===== src/net_req_pkg.sv =====
//////////////////////////////
// Network request package
// Sizing constants and the request word shared by
// the write-request command path
//////////////////////////////

package net_req_pkg;

  //////////////////////////////
  // Field widths
  //////////////////////////////

  // Byte length of a request or chunk
  localparam int LEN_BITS = 28;

  // Virtual address of the transfer
  localparam int VADDR_BITS = 48;

  // Process id
  localparam int PID_BITS = 6;

  // Virtual function id
  localparam int VFID_BITS = 4;

  // Destination index
  localparam int DEST_BITS = 4;

  //////////////////////////////
  // Sizing
  //////////////////////////////

  // Path MTU, largest chunk on the TCP stream
  localparam logic [LEN_BITS-1:0] PMTU_BYTES = LEN_BITS'(4096);

  // Entries in the request FIFO
  localparam int QUEUE_DEPTH = 8;

  //////////////////////////////
  // Request word
  //////////////////////////////

  typedef struct packed {
    // Opcode and path flags
    logic                  mode;
    logic                  rdma;
    logic                  remote;
    // Requester identity
    logic [PID_BITS-1:0]   pid;
    logic [VFID_BITS-1:0]  vfid;
    logic [DEST_BITS-1:0]  dest;
    // Last of a transfer
    logic                  last;
    // Active request
    logic                  actv;
    // Host side origin
    logic                  host;
    // Transfer size in bytes
    logic [LEN_BITS-1:0]   len;
    // Start address, not advanced per chunk
    logic [VADDR_BITS-1:0] vaddr;
  } req_t;

endpackage


===== src/meta_reg.sv =====
//////////////////////////////
// Request register slice
// Two-entry skid register on a valid/ready link
//////////////////////////////

`timescale 1ns/1ps

module meta_reg (
  input  logic              aclk,
  input  logic              aresetn,

  input  logic              s_valid,
  output logic              s_ready,
  input  net_req_pkg::req_t s_data,

  output logic              m_valid,
  input  logic              m_ready,
  output net_req_pkg::req_t m_data
);

  // Output entry
  logic              out_valid;
  net_req_pkg::req_t out_data;

  // Skid entry, filled only while the output stalls
  logic              skid_valid;
  net_req_pkg::req_t skid_data;

  logic out_free;

  // Output register can load this cycle
  assign out_free = ~out_valid | m_ready;

  // Ready from a flop only
  assign s_ready = ~skid_valid;

  assign m_valid = out_valid;
  assign m_data  = out_data;

  // Control
  always_ff @(posedge aclk) begin
    if (aresetn == 1'b0) begin
      out_valid  <= 1'b0;
      skid_valid <= 1'b0;
    end else if (out_free) begin
      // Drain skid first, else take input directly
      if (skid_valid) begin
        out_valid  <= 1'b1;
        skid_valid <= 1'b0;
      end else begin
        out_valid <= s_valid;
      end
    end else if (s_valid && s_ready) begin
      // Output stalled, park the new word
      skid_valid <= 1'b1;
    end
  end

  // Payload
  always_ff @(posedge aclk) begin
    if (out_free) begin
      out_data <= skid_valid ? skid_data : s_data;
    end
    if (~out_free && s_valid && s_ready) begin
      skid_data <= s_data;
    end
  end

endmodule


===== src/req_rr_arb.sv =====
//////////////////////////////
// Write request arbiter
// Round-robin merge of host and card queues
// into one registered request stream
//////////////////////////////

`timescale 1ns/1ps

module req_rr_arb (
  input  logic              aclk,
  input  logic              aresetn,

  // Host queue
  input  logic              host_valid,
  output logic              host_ready,
  input  net_req_pkg::req_t host_data,

  // Card queue
  input  logic              card_valid,
  output logic              card_ready,
  input  net_req_pkg::req_t card_data,

  // Merged stream
  output logic              m_valid,
  input  logic              m_ready,
  output net_req_pkg::req_t m_data
);

  // Output register
  logic              out_valid;
  net_req_pkg::req_t out_data;

  // High when host won last, so card goes first next
  logic prio_card;

  logic load;
  logic grant_host;
  logic grant_card;

  //////////////////////////////
  // Grant
  //////////////////////////////

  // Register empty or emptied this cycle
  assign load = ~out_valid | m_ready;

  // Host wins alone or when it holds priority
  assign grant_host = host_valid & (~card_valid | ~prio_card);
  assign grant_card = card_valid & ~grant_host;

  // Each side ready unless the other one is granted
  assign host_ready = load & ~grant_card;
  assign card_ready = load & ~grant_host;

  assign m_valid = out_valid;
  assign m_data  = out_data;

  //////////////////////////////
  // Registers
  //////////////////////////////

  always_ff @(posedge aclk) begin
    if (aresetn == 1'b0) begin
      out_valid <= 1'b0;
      prio_card <= 1'b0;
    end else if (load) begin
      out_valid <= grant_host | grant_card;
      // Flip priority only on an actual grant
      if (grant_host | grant_card) begin
        prio_card <= grant_host;
      end
    end
  end

  // Host bit is forwarded as the source sent it
  always_ff @(posedge aclk) begin
    if (load && grant_host) begin
      out_data <= host_data;
    end else if (load && grant_card) begin
      out_data <= card_data;
    end
  end

endmodule


===== src/req_queue.sv =====
//////////////////////////////
// Request FIFO
// Buffers merged write requests ahead
// of the chunking parser
//////////////////////////////

`timescale 1ns/1ps

module req_queue (
  input  logic              aclk,
  input  logic              aresetn,

  input  logic              s_valid,
  output logic              s_ready,
  input  net_req_pkg::req_t s_data,

  output logic              m_valid,
  input  logic              m_ready,
  output net_req_pkg::req_t m_data
);

  // Storage
  net_req_pkg::req_t mem [net_req_pkg::QUEUE_DEPTH];

  // Pointers and fill level
  logic [$clog2(net_req_pkg::QUEUE_DEPTH)-1:0]   wr_ptr;
  logic [$clog2(net_req_pkg::QUEUE_DEPTH)-1:0]   rd_ptr;
  logic [$clog2(net_req_pkg::QUEUE_DEPTH+1)-1:0] count;

  logic push;
  logic pop;

  // Full and empty from the count
  assign s_ready = int'(count) != net_req_pkg::QUEUE_DEPTH;
  assign m_valid = count != '0;

  // Head of queue straight from storage
  assign m_data = mem[rd_ptr];

  assign push = s_valid & s_ready;
  assign pop  = m_valid & m_ready;

  //////////////////////////////
  // Pointer control
  //////////////////////////////

  always_ff @(posedge aclk) begin
    if (aresetn == 1'b0) begin
      wr_ptr <= '0;
      rd_ptr <= '0;
      count  <= '0;
    end else begin
      // Wrap at depth
      if (push) begin
        if (int'(wr_ptr) == net_req_pkg::QUEUE_DEPTH - 1) begin
          wr_ptr <= '0;
        end else begin
          wr_ptr <= wr_ptr + 1'b1;
        end
      end
      if (pop) begin
        if (int'(rd_ptr) == net_req_pkg::QUEUE_DEPTH - 1) begin
          rd_ptr <= '0;
        end else begin
          rd_ptr <= rd_ptr + 1'b1;
        end
      end
      // Level moves only on push xor pop
      case ({push, pop})
        2'b10:   count <= count + 1'b1;
        2'b01:   count <= count - 1'b1;
        default: count <= count;
      endcase
    end
  end

  // Write port
  always_ff @(posedge aclk) begin
    if (push) begin
      mem[wr_ptr] <= s_data;
    end
  end

endmodule


===== src/req_tcp_parser_wr.sv =====
//////////////////////////////
// TCP write request parser
// Cuts each write request into chunks of
// at most one path MTU
//////////////////////////////

`timescale 1ns/1ps

module req_tcp_parser_wr (
  input  logic              aclk,
  input  logic              aresetn,

  input  logic              s_valid,
  output logic              s_ready,
  input  net_req_pkg::req_t s_data,

  output logic              m_valid,
  input  logic              m_ready,
  output net_req_pkg::req_t m_data
);

  //////////////////////////////
  // State
  //////////////////////////////

  typedef enum logic [1:0] {
    ST_IDLE,
    ST_PARSE_WRITE,
    ST_SEND_WRITE
  } state_t;

  state_t state_c, state_n;

  // Current request, len holds what is left to cut
  net_req_pkg::req_t req_c, req_n;

  // Chunk being sent
  logic                             plast_c, plast_n;
  logic [net_req_pkg::LEN_BITS-1:0] plen_c, plen_n;

  // FSM register
  always_ff @(posedge aclk) begin
    if (aresetn == 1'b0) begin
      state_c <= ST_IDLE;
    end else begin
      state_c <= state_n;
    end
  end

  // Request and chunk registers
  always_ff @(posedge aclk) begin
    req_c   <= req_n;
    plast_c <= plast_n;
    plen_c  <= plen_n;
  end

  //////////////////////////////
  // Next state
  //////////////////////////////

  always_comb begin
    state_n = state_c;

    case (state_c)
      ST_IDLE:
        if (s_valid) begin
          state_n = ST_PARSE_WRITE;
        end

      ST_PARSE_WRITE:
        state_n = ST_SEND_WRITE;

      // Back to parse while bytes remain
      ST_SEND_WRITE:
        if (m_ready) begin
          state_n = (req_c.len != '0) ? ST_PARSE_WRITE : ST_IDLE;
        end

      default:
        state_n = ST_IDLE;
    endcase
  end

  //////////////////////////////
  // Datapath
  //////////////////////////////

  always_comb begin
    req_n   = req_c;
    plast_n = plast_c;
    plen_n  = plen_c;

    s_ready = 1'b0;
    m_valid = 1'b0;

    // Remote active TCP write, address kept from the command
    m_data        = '0;
    m_data.mode   = 1'b0;
    m_data.rdma   = 1'b0;
    m_data.remote = 1'b1;
    m_data.pid    = req_c.pid;
    m_data.vfid   = req_c.vfid;
    m_data.dest   = req_c.dest;
    m_data.last   = plast_c;
    m_data.len    = plen_c;
    m_data.actv   = 1'b1;
    m_data.host   = req_c.host;
    m_data.vaddr  = req_c.vaddr;

    case (state_c)
      ST_IDLE: begin
        s_ready = 1'b1;
        if (s_valid) begin
          req_n = s_data;
        end
      end

      ST_PARSE_WRITE: begin
        // Full MTU chunk, more to follow
        if (req_c.len > net_req_pkg::PMTU_BYTES) begin
          req_n.len = req_c.len - net_req_pkg::PMTU_BYTES;
          plen_n    = net_req_pkg::PMTU_BYTES;
          plast_n   = 1'b0;
        end else begin
          // Final chunk inherits the command's last bit
          req_n.len = '0;
          plen_n    = req_c.len;
          plast_n   = req_c.last;
        end
      end

      ST_SEND_WRITE:
        m_valid = 1'b1;

      default: ;
    endcase
  end

endmodule


===== src/tcp_wr_req_top.sv =====
//////////////////////////////
// TCP write request path
// Arbiter, FIFO, MTU parser and output slice
//////////////////////////////

`timescale 1ns/1ps

module tcp_wr_req_top (
  input  logic              aclk,
  input  logic              aresetn,

  // Host write commands
  input  logic              s_req_host_valid,
  output logic              s_req_host_ready,
  input  net_req_pkg::req_t s_req_host_data,

  // Card write commands
  input  logic              s_req_card_valid,
  output logic              s_req_card_ready,
  input  net_req_pkg::req_t s_req_card_data,

  // Parsed chunks
  output logic              m_req_valid,
  input  logic              m_req_ready,
  output net_req_pkg::req_t m_req_data
);

  // Arbiter to FIFO
  logic              arb_req_valid;
  logic              arb_req_ready;
  net_req_pkg::req_t arb_req_data;

  // FIFO to parser
  logic              queue_req_valid;
  logic              queue_req_ready;
  net_req_pkg::req_t queue_req_data;

  // Parser to output slice
  logic              parsed_req_valid;
  logic              parsed_req_ready;
  net_req_pkg::req_t parsed_req_data;

  req_rr_arb u_arb (
    .aclk       (aclk),
    .aresetn    (aresetn),
    .host_valid (s_req_host_valid),
    .host_ready (s_req_host_ready),
    .host_data  (s_req_host_data),
    .card_valid (s_req_card_valid),
    .card_ready (s_req_card_ready),
    .card_data  (s_req_card_data),
    .m_valid    (arb_req_valid),
    .m_ready    (arb_req_ready),
    .m_data     (arb_req_data)
  );

  req_queue u_queue (
    .aclk    (aclk),
    .aresetn (aresetn),
    .s_valid (arb_req_valid),
    .s_ready (arb_req_ready),
    .s_data  (arb_req_data),
    .m_valid (queue_req_valid),
    .m_ready (queue_req_ready),
    .m_data  (queue_req_data)
  );

  req_tcp_parser_wr u_parser (
    .aclk    (aclk),
    .aresetn (aresetn),
    .s_valid (queue_req_valid),
    .s_ready (queue_req_ready),
    .s_data  (queue_req_data),
    .m_valid (parsed_req_valid),
    .m_ready (parsed_req_ready),
    .m_data  (parsed_req_data)
  );

  // Output slice
  meta_reg u_out_reg (
    .aclk    (aclk),
    .aresetn (aresetn),
    .s_valid (parsed_req_valid),
    .s_ready (parsed_req_ready),
    .s_data  (parsed_req_data),
    .m_valid (m_req_valid),
    .m_ready (m_req_ready),
    .m_data  (m_req_data)
  );

endmodule


===== config.mk =====
export PLATFORM = sky130hd
export DESIGN_NAME = tcp_wr_req_top
export DESIGN_NICKNAME = d
export VERILOG_FILES = /design/src/net_req_pkg.sv /design/src/meta_reg.sv /design/src/req_rr_arb.sv /design/src/req_queue.sv /design/src/req_tcp_parser_wr.sv /design/src/tcp_wr_req_top.sv
export SDC_FILE = /design/constraint.sdc
export NUM_CORES = 1
export LEC_CHECK = 0
export BUFFER_PORTS_ARGS = -buffer_cell sky130_fd_sc_hd__buf_2
export CAP_MARGIN = 20
export CELL_PAD_IN_SITES_DETAIL_PLACEMENT = 1
export CELL_PAD_IN_SITES_GLOBAL_PLACEMENT = 1
export CORE_MARGIN = 2
export CORE_UTILIZATION = 40
export DETAILED_ROUTE_END_ITERATION = 10
export GPL_TIMING_DRIVEN = 0
export PLACE_DENSITY = 0.62
export REMOVE_ABC_BUFFERS = 1
export SLEW_MARGIN = 10
export SYNTH_ARGS = -nofsm -noshare
export SYNTH_HDL_FRONTEND = slang
export SYNTH_SLANG_ARGS = --single-unit

===== constraint.sdc =====
create_clock -name aclk -period 12.5 [get_ports aclk]
set_input_delay 2.5 -clock aclk [delete_from_list [all_inputs] [get_ports aclk]]
set_output_delay 2.5 -clock aclk [all_outputs]
set_load 0.02 [all_outputs]

==> results of run 1 <==
[metrics by stage]
stage	total power, W	area [um2]	instances
after floorplan	0.00716	43200	1823
after detailed placement	0.00780	48300	3657
after global placement	0.00813	46400	3520
final	0.0110	52100	3876
after global routing	0.0115	52100	3875
after CTS	0.0112	52100	3875
[area by class of cell]
type | count | area (um2) | share of cell area
antenna | 1 | 2.50 | 0.0000481
clock buffer | 147 | 3080 | 0.0592
clock inverter | 71 | 643 | 0.0124
inverter | 8 | 35.0 | 0.000673
multi-input combinational | 663 | 8860 | 0.170
sequential | 1152 | 34400 | 0.661
tap | 1414 | 1770 | 0.0340
timing repair buffer | 420 | 3260 | 0.0626
[flip-flops by register name, summed over array words and instances (netlist names), named ones only]
name / cells
u_queue.rd_ptr: 3
u_out_reg.skid_data: 92
u_queue.wr_ptr: 3
u_parser.m_data: 63
u_parser.state_c: 2
u_arb.m_data: 92
u_out_reg.m_data: 92
u_queue.mem: 736
u_parser.req_c: 29
u_out_reg.m_valid: 1
u_arb.m_valid: 1
u_parser.plast_c: 1
u_out_reg.skid_valid: 1
u_queue.count: 4
u_arb.prio_card: 1
u_parser.plen_c: 28
[power by group]
group          total, W  switching [W]  internal, W
clock           0.00338        0.00143      0.00195
sequential      0.00540       0.000338      0.00506
combinational   0.00225        0.00120      0.00105
total            0.0110        0.00297      0.00806
[layout by cell type, fill, tap and decap left out, types with 6 or more instances in the layout]
cell / count
dfxtp_1: 15
mux2_2: 176
xor2_1: 10
mux2i_1: 30
buf_6: 33
clkbuf_16: 117
buf_2: 283
clkinvlp_4: 8
clkbuf_1: 26
nor2_1: 26
clkinv_1: 22
buf_12: 21
buf_4: 59
nand2_1: 19
and2_1: 18
inv_1: 6
mux2_4: 69
conb_1: 18
buf_16: 20
ha_1: 10
edfxtp_1: 1133
bufinv_16: 10
clkinv_2: 23
o22ai_1: 16
mux4_2: 184
[path summary, 6_finish.rpt]
kind | end | slack (ns)
worst max-delay path | s_req_card_ready | 6.97
worst min-delay path | u_out_reg.skid_data[46] | 0.44
worst max register to register | u_queue.mem[4][27] | 9.37
worst min register to register | u_out_reg.skid_data[46] | 0.44
[logic make-up after synthesis]
| logic type | after synthesis |
|---|---|
| xor+xnor | 15 |
| other cells | 2 |
| fa+ha+maj | 11 |
| flops | 1152 |
| mux | 462 |
| compound gates | 38 |
| simple gates | 119 |
| buf+inv | 93 |
[worst reg2reg max path: stages (launching register included)]
cell	delay [ns]
dfxtp_1	0.44
nor3_2	0.10
a21bo_1	0.34
nor3_2	0.68
buf_4	0.34
buf_8	0.17
buf_6	0.17
buf_4	0.22
buf_4	0.21
buf_6	0.17
[metal layers]
| layer | up-vias | global-route usage | share of wire |
|---|---|---|---|
| met5 | - | 0 | 0 |
| met4 | 0 | 0.0449 | 0.019 |
| met3 | 102 | 0.0240 | 0.035 |
| met2 | 365 | 0.296 | 0.52 |
| met1 | 10400 | 0.221 | 0.43 |
| li1 | 8773 | - | - |
==> impl_summary.log, run 1 <==
INFO  metric result_of_the_run = finished clean
INFO  metric cts_htree_levels = 3
INFO  metric vias = 19600
INFO  metric core_area = 109000 um2
INFO  metric post_synth_fa_ha_maj_area_fraction = 0.00333
INFO  metric count_of_mapped_cells_out_of_synthesis = 1892
INFO  metric post_cts_resize_count = 0
INFO  metric synth.area.top_cells = edfxtp_1, mux4_2, mux2_2
INFO  metric die_area = 112000 um2
INFO  metric worst_setup_skew_after_layout = 0.0279 ns
INFO  metric area_added_between_synthesis_and_finish = 19.3%
INFO  metric slew_violations = 0
INFO  metric num_rows = 121
INFO  metric synth-compound-area-share = 0.00613
INFO  metric worst_ir_drop_on_vdd = 0.127 mV
INFO  metric number_of_buffers_added_to_fix_hold_violations_after_cts = 0
INFO  metric synth_mux_area_frac = 0.172
INFO  metric total_wirelength_of_the_detailed_routed_design = 93.1 mm
INFO  metric synthXorXnorAreaFrac = 0.00301
INFO  metric final-setup-viol-count = 0
INFO  metric synthFlopType = edfxtp_1
INFO  metric tritoncts = yes
INFO  metric critical_path.startpoint_type = input pin
INFO  metric finalHoldViolations = 0
INFO  metric post-route-util = 0.480
INFO  metric wire_length_of_the_first_global_routing_pass = 140 mm
INFO  metric period_minus_slack = 5.53 ns
INFO  metric cts-buffers-inserted = 115
INFO  metric drt_drc_violations_left = 0
INFO  metric synth_enable_flop_cells = 1133
INFO  metric yosys-top-cells-count = edfxtp_1, mux4_2, mux2_2
INFO  metric ffs_w_async_s_r_synth = 0
INFO  metric power.leakage = 17.4 nW
INFO  metric worst_slew_margin_rel = 0.380
INFO  metric setup_tns = 0 ns
INFO  metric cp_common_cell = buf_2
INFO  metric maxCapViolCount = 0
INFO  metric regToRegStartpoint = u_queue.count[0]
INFO  metric die_y = 334 um
INFO  metric synth_area_leader_cell = edfxtp_1
INFO  metric cts_clk_pin_slew_worst_paths = 0.07 ns
INFO  metric drt_first_pass_iters = 5
INFO  metric synthesized_area = 43600 um2
INFO  metric dominant_combinational_cell_family_by_area_after_synthesis = multiplexers
INFO  metric gp_routability_congestion = 0.685
INFO  metric finalNetCount = 2568
INFO  metric post_cts_setup_inserts = 0
INFO  metric antenna_found_initial = 0
INFO  metric pwr_density_cell = 212 nW/um2
INFO  metric synth_largest_type_area_fraction = 0.780
INFO  metric worst-endpoint-required = 10.00 ns
INFO  metric final.hold.worst_slack = 0.439 ns
INFO  metric worstMarginPinSlew = 0.922 ns
INFO  metric setup_repair_after_global_routing_missed_its_margin = no
INFO  metric launch_point_of_the_worst_hold_path = u_parser.m_data[46]
INFO  metric port_buffers = 283
INFO  metric gr_util_all_layers = 0.169
INFO  metric cp_slowest_stage_delay = 0.18 ns
INFO  metric timing.critical_path.cells = buf_2, nand2_1, a21oi_1, buf_2
INFO  metric worst_min_delay_path_class = flop to flop
INFO  metric critical_path.slowest_cell = buf_2
INFO  metric detailedPlace.worstSlack = 6.98 ns
INFO  metric grt.overflow.total = 0
INFO  metric maxClockFrequency = 0.181 GHz
INFO  metric startpoint = s_req_card_valid
INFO  metric layout_worst_path_cycle_share = 0.443
INFO  metric timing.setup.critical_path_class = input pin to primary output
INFO  metric ioPinCount = 296
INFO  metric worst_ep_arrival_time = 3.03 ns
INFO  metric clkSinkCount = 1152
INFO  metric number_of_buffers_on_the_longest_clock_path = 3
INFO  metric effective_utilization_at_floorplan = 0.402
INFO  metric min_setup_slack_post_route = 6.97 ns
INFO  metric route.antenna.remaining_nets = 0
INFO  metric post-synth-top-count-cell = edfxtp_1
INFO  metric synth-seq-cells = 1152
INFO  metric post-dp-hpwl = 61.6 mm
INFO  metric grt_pass1_vias = 21600
INFO  metric cp_num_buf_inv = 2
INFO  metric whs_path_depth = 0
INFO  metric floorplan.die.width = 334 um
INFO  metric yosysWarningCount = 0
INFO  metric timing.critical_path.fanout_max = 4
INFO  metric drt-initial-drc-count = 1169
INFO  metric critical_path.endpoint_type = primary output
INFO  metric r2r_cells = 9
INFO  metric cpLargestDelayFamily = buffers and inverters
INFO  metric clock_insertion_delay_worst_skew = 0.69 ns
INFO  metric synth_cell_type_count = 53
INFO  metric largest_net_degree_at_the_start_of_global_routing = 51
INFO  metric clockRootBuffer = clkbuf_16
INFO  metric synth.yosys.seq_area_share = 0.788
INFO  metric synthesis.area_per_instance = 23.1 um2
INFO  metric fill_cells = 9732
INFO  metric worstSetupPathDepth = 4
INFO  metric final_layout_size_suffix_gt1_frac = 0.426
INFO  metric simple_logic_cell_fraction_of_the_synthesized_area = 0.0154
INFO  metric detail_route.vias_per_cell = 5.07
INFO  metric wire_per_inst = 24.0 um
(Power assumes the default switching activity.)
==> run 2, diff against run 1 <==
--- a/config.mk
+++ b/config.mk
@@ -13,7 +13,7 @@
 export CORE_UTILIZATION = 40
 export DETAILED_ROUTE_END_ITERATION = 10
 export GPL_TIMING_DRIVEN = 0
-export PLACE_DENSITY = 0.62
+export PLACE_DENSITY = 0.59
 export REMOVE_ABC_BUFFERS = 1
 export SLEW_MARGIN = 10
 export SYNTH_ARGS = -nofsm -noshare
==> constraint.sdc (replaced) <==
create_clock -name aclk -period 5.31 [get_ports aclk]
set_input_delay 1.062 -clock aclk [delete_from_list [all_inputs] [get_ports aclk]]
set_output_delay 1.062 -clock aclk [all_outputs]
set_load 0.02 [all_outputs]
==> run 2 against run 1 <==
  * Critical endpoint is now u_queue.mem[2][35]
  * Worst setup slack lost 5.0 ns
  * Core utilization shrank 0.083 points
  * Largest cell class unchanged
  * Non-clock buffer count shrank 5
==> impl_summary.log, run 2 (synthesized netlist as in run 1, its figures left out) <==
INFO  metric regMostFlops = u_queue.mem
INFO  metric timing.setup.critical_path_class = flop to flop
INFO  metric drt_first_pass_iters = 4 (-1)
INFO  metric final_layout_size_suffix_gt1_frac = 0.425 (-0.00117)
INFO  metric die_area = 112000 um2 (unchanged)
INFO  metric fill_cells = 9734 (+0.021%)
INFO  metric cp_common_cell = buf_4
INFO  metric vias = 19700 (+0.52%)
INFO  metric setup_repair_after_global_routing_missed_its_margin = no
INFO  metric clkSinkCount = 1152 (unchanged)
INFO  metric regToRegStartpoint = u_queue.count[0]
INFO  metric finalHoldViolations = 0 (unchanged)
INFO  metric timing.critical_path.cells = nor3_2, a21bo_1, nor3_2, buf_4, buf_4, buf_8, buf_4, buf_4, buf_6
INFO  metric area_added_between_synthesis_and_finish = 19.1%
INFO  metric setup_tns = 0 ns (unchanged)
INFO  metric die_y = 334 um (unchanged)
INFO  metric effective_utilization_at_floorplan = 0.402 (unchanged)
INFO  metric worst_slew_margin_rel = 0.344 (-0.0356)
INFO  metric power.leakage = 17.4 nW (about the same)
INFO  metric worst_ep_arrival_time = 3.76 ns (+0.73 ns)
INFO  metric final-setup-viol-count = 0 (unchanged)
INFO  metric cts-buffers-inserted = 117 (+1.7%)
INFO  metric timing.critical_path.fanout_max = 10 (+6)
INFO  metric launch_point_of_the_worst_hold_path = u_parser.m_data[39]
INFO  metric route.antenna.remaining_nets = 0 (unchanged)
INFO  metric area.sequential = 34400 um2 (unchanged)
INFO  metric largest_register_ff_count = 736 (unchanged)
INFO  metric drt_drc_violations_left = 0 (unchanged)
INFO  metric worst_ir_drop_on_vdd = 0.338 mV (+170%)
INFO  metric detail_route.vias_per_cell = 5.10 (+0.68%)
INFO  metric core_area = 109000 um2 (unchanged)
INFO  metric cp_slowest_stage_delay = 0.83 ns (+0.65 ns)
INFO  metric grt.overflow.total = 0 (unchanged)
INFO  metric largest_net_degree_at_the_start_of_global_routing = 54 (+5.9%)
INFO  metric tritoncts = yes
INFO  metric placed_cells = 3652 (-0.14%)
INFO  metric p_seq_frac = 0.491 (about the same)
INFO  metric total_wirelength_of_the_detailed_routed_design = 94.5 mm (+1.5%)
INFO  metric cts_clk_pin_slew_worst_paths = 0.06 ns (about the same)
INFO  metric switching_fraction = 0.270 (+0.000670)
INFO  metric multiInputGateArea = 8860 um2 (unchanged)
INFO  metric final.hold.worst_slack = 0.442 ns (+0.00261 ns)
INFO  metric layout_worst_path_cycle_share = 0.633
INFO  metric finalNetCount = 2565 (-0.12%)
INFO  metric worst_min_delay_path_class = flop to flop
INFO  metric power.switching = 0.00701 W (+140%)
INFO  metric gr_util_all_layers = 0.171 (+0.00187)
INFO  metric post_cts_resize_count = 0 (unchanged)
INFO  metric cp_num_buf_inv = 6 (+4)
INFO  metric pwr_density_cell = 499 nW/um2 (+140%)
INFO  metric cpLargestDelayFamily = buffers and inverters
INFO  metric port_buffers = 283 (unchanged)
INFO  metric slew_violations = 0 (unchanged)
INFO  metric critical_path.startpoint_type = flop
INFO  metric clockRootBuffer = clkbuf_16
INFO  metric diodes = 0 (-1)
INFO  metric maxClockFrequency = 0.297 GHz
INFO  metric power.internal = 0.0189 W (+130%)
INFO  metric grt_pass1_vias = 21800 (+0.69%)
INFO  metric fin_cells = 3870 (-0.15%)
INFO  metric maxCapViolCount = 0 (unchanged)
INFO  metric worstMarginPinSlew = 0.978 ns (+0.0566 ns)
INFO  metric wire_per_inst = 24.4 um (+1.7%)
INFO  metric post-dp-hpwl = 61.9 mm (+0.37%)
INFO  metric period_minus_slack = 3.36 ns
INFO  metric cts_htree_levels = 3 (unchanged)
INFO  metric startpoint = u_queue.count[0]
INFO  metric clkPwrFrac = 0.307 (about the same)
INFO  metric ioPinCount = 296 (unchanged)
INFO  metric mostFrequentLayoutCell = edfxtp_1
INFO  metric post-route-util = 0.479 (-0.000830)
INFO  metric gp_routability_congestion = 0.667 (-2.7%)
INFO  metric number_of_buffers_on_the_longest_clock_path = 3 (unchanged)
INFO  metric clock_insertion_delay_worst_skew = 0.70 ns (about the same)
INFO  metric wire_length_of_the_first_global_routing_pass = 141 mm (+1.0%)
INFO  metric critical_path.endpoint_type = flop
INFO  metric worst-endpoint-required = 5.70 ns (-4.30 ns)
INFO  metric num_rows = 121 (unchanged)
INFO  metric critical_path.slowest_cell = nor3_2
INFO  metric comb_power_share = 0.203 (about the same)
INFO  metric floorplan.die.width = 334 um (unchanged)
INFO  metric number_of_buffers_added_to_fix_hold_violations_after_cts = 0 (unchanged)
INFO  metric drt-initial-drc-count = 1408 (+20%)
INFO  metric worst_setup_skew_after_layout = 0.0278 ns (-0.0000718 ns)
INFO  metric antenna_found_initial = 3 (+3)
INFO  metric commonest_cells_after_routing_fill_and_taps_aside = edfxtp_1, buf_2, mux4_2
INFO  metric result_of_the_run = finished clean
INFO  metric post_cts_setup_inserts = 0 (unchanged)
## run 2: cell types whose count changed in the layout (fill, tap and decap cells not counted), sizes merged
cell	previous run	this run
clkinv	49	60
clkinvlp	8	2
buf	420	415
clkbuf	147	143
diode	1	0
inv	12	11
## run 2: area by class of cell
cell class / count / share of cell area
Sequential cell: 1152 / 0.662
Multi-Input combinational cell: 663 / 0.170
Timing Repair Buffer: 415 / 0.0616
Clock buffer: 143 / 0.0588
Tap cell: 1414 / 0.0340
Clock inverter: 75 / 0.0123
Inverter: 8 / 0.000674
## run 2: power groups by stage
stage / Combinational (W) / Clock (W) / Sequential [W]
floorplan: 0.00313 / 0 / 0.0134
global placement: 0.00441 / 0 / 0.0131
detailed placement: 0.00539 / 0 / 0.0130
CTS: 0.00542 / 0.00818 / 0.0128
global route: 0.00570 / 0.00850 / 0.0129
finish: 0.00526 / 0.00795 / 0.0127
## run 2: metal layers
layer	up-vias	wire, um	part of all wire	GRT usage
li1	8754	-	-	-
met1	10500	39700	0.42	0.218
met2	387	49600	0.52	0.303
met3	106	3540	0.037	0.0263
met4	0	1670	0.018	0.0459
met5	-	0	0	0
## run 2: path summary, 6_finish.rpt
kind / endpoint / slack [ns] / depth (start not counted)
worst min-delay path: u_out_reg.skid_data[39] / 0.44 / 0
worst max-delay path: u_queue.mem[2][35] / 1.95 / 9
worst max register to register: u_queue.mem[2][35] / 1.95 / 9
worst min register to register: u_out_reg.skid_data[39] / 0.44 / 0
## run 2: through the flow
stage | power [W] | setup WS, ns | area [um2]
finish | 0.0259 | 1.95 | 52000
global placement | 0.0175 | -19.82 | 46400
detailed placement | 0.0183 | 1.87 | 48300
CTS | 0.0264 | 1.94 | 52000
floorplan | 0.0165 | -5.51 | 43200
global route | 0.0271 | 1.82 | 52000
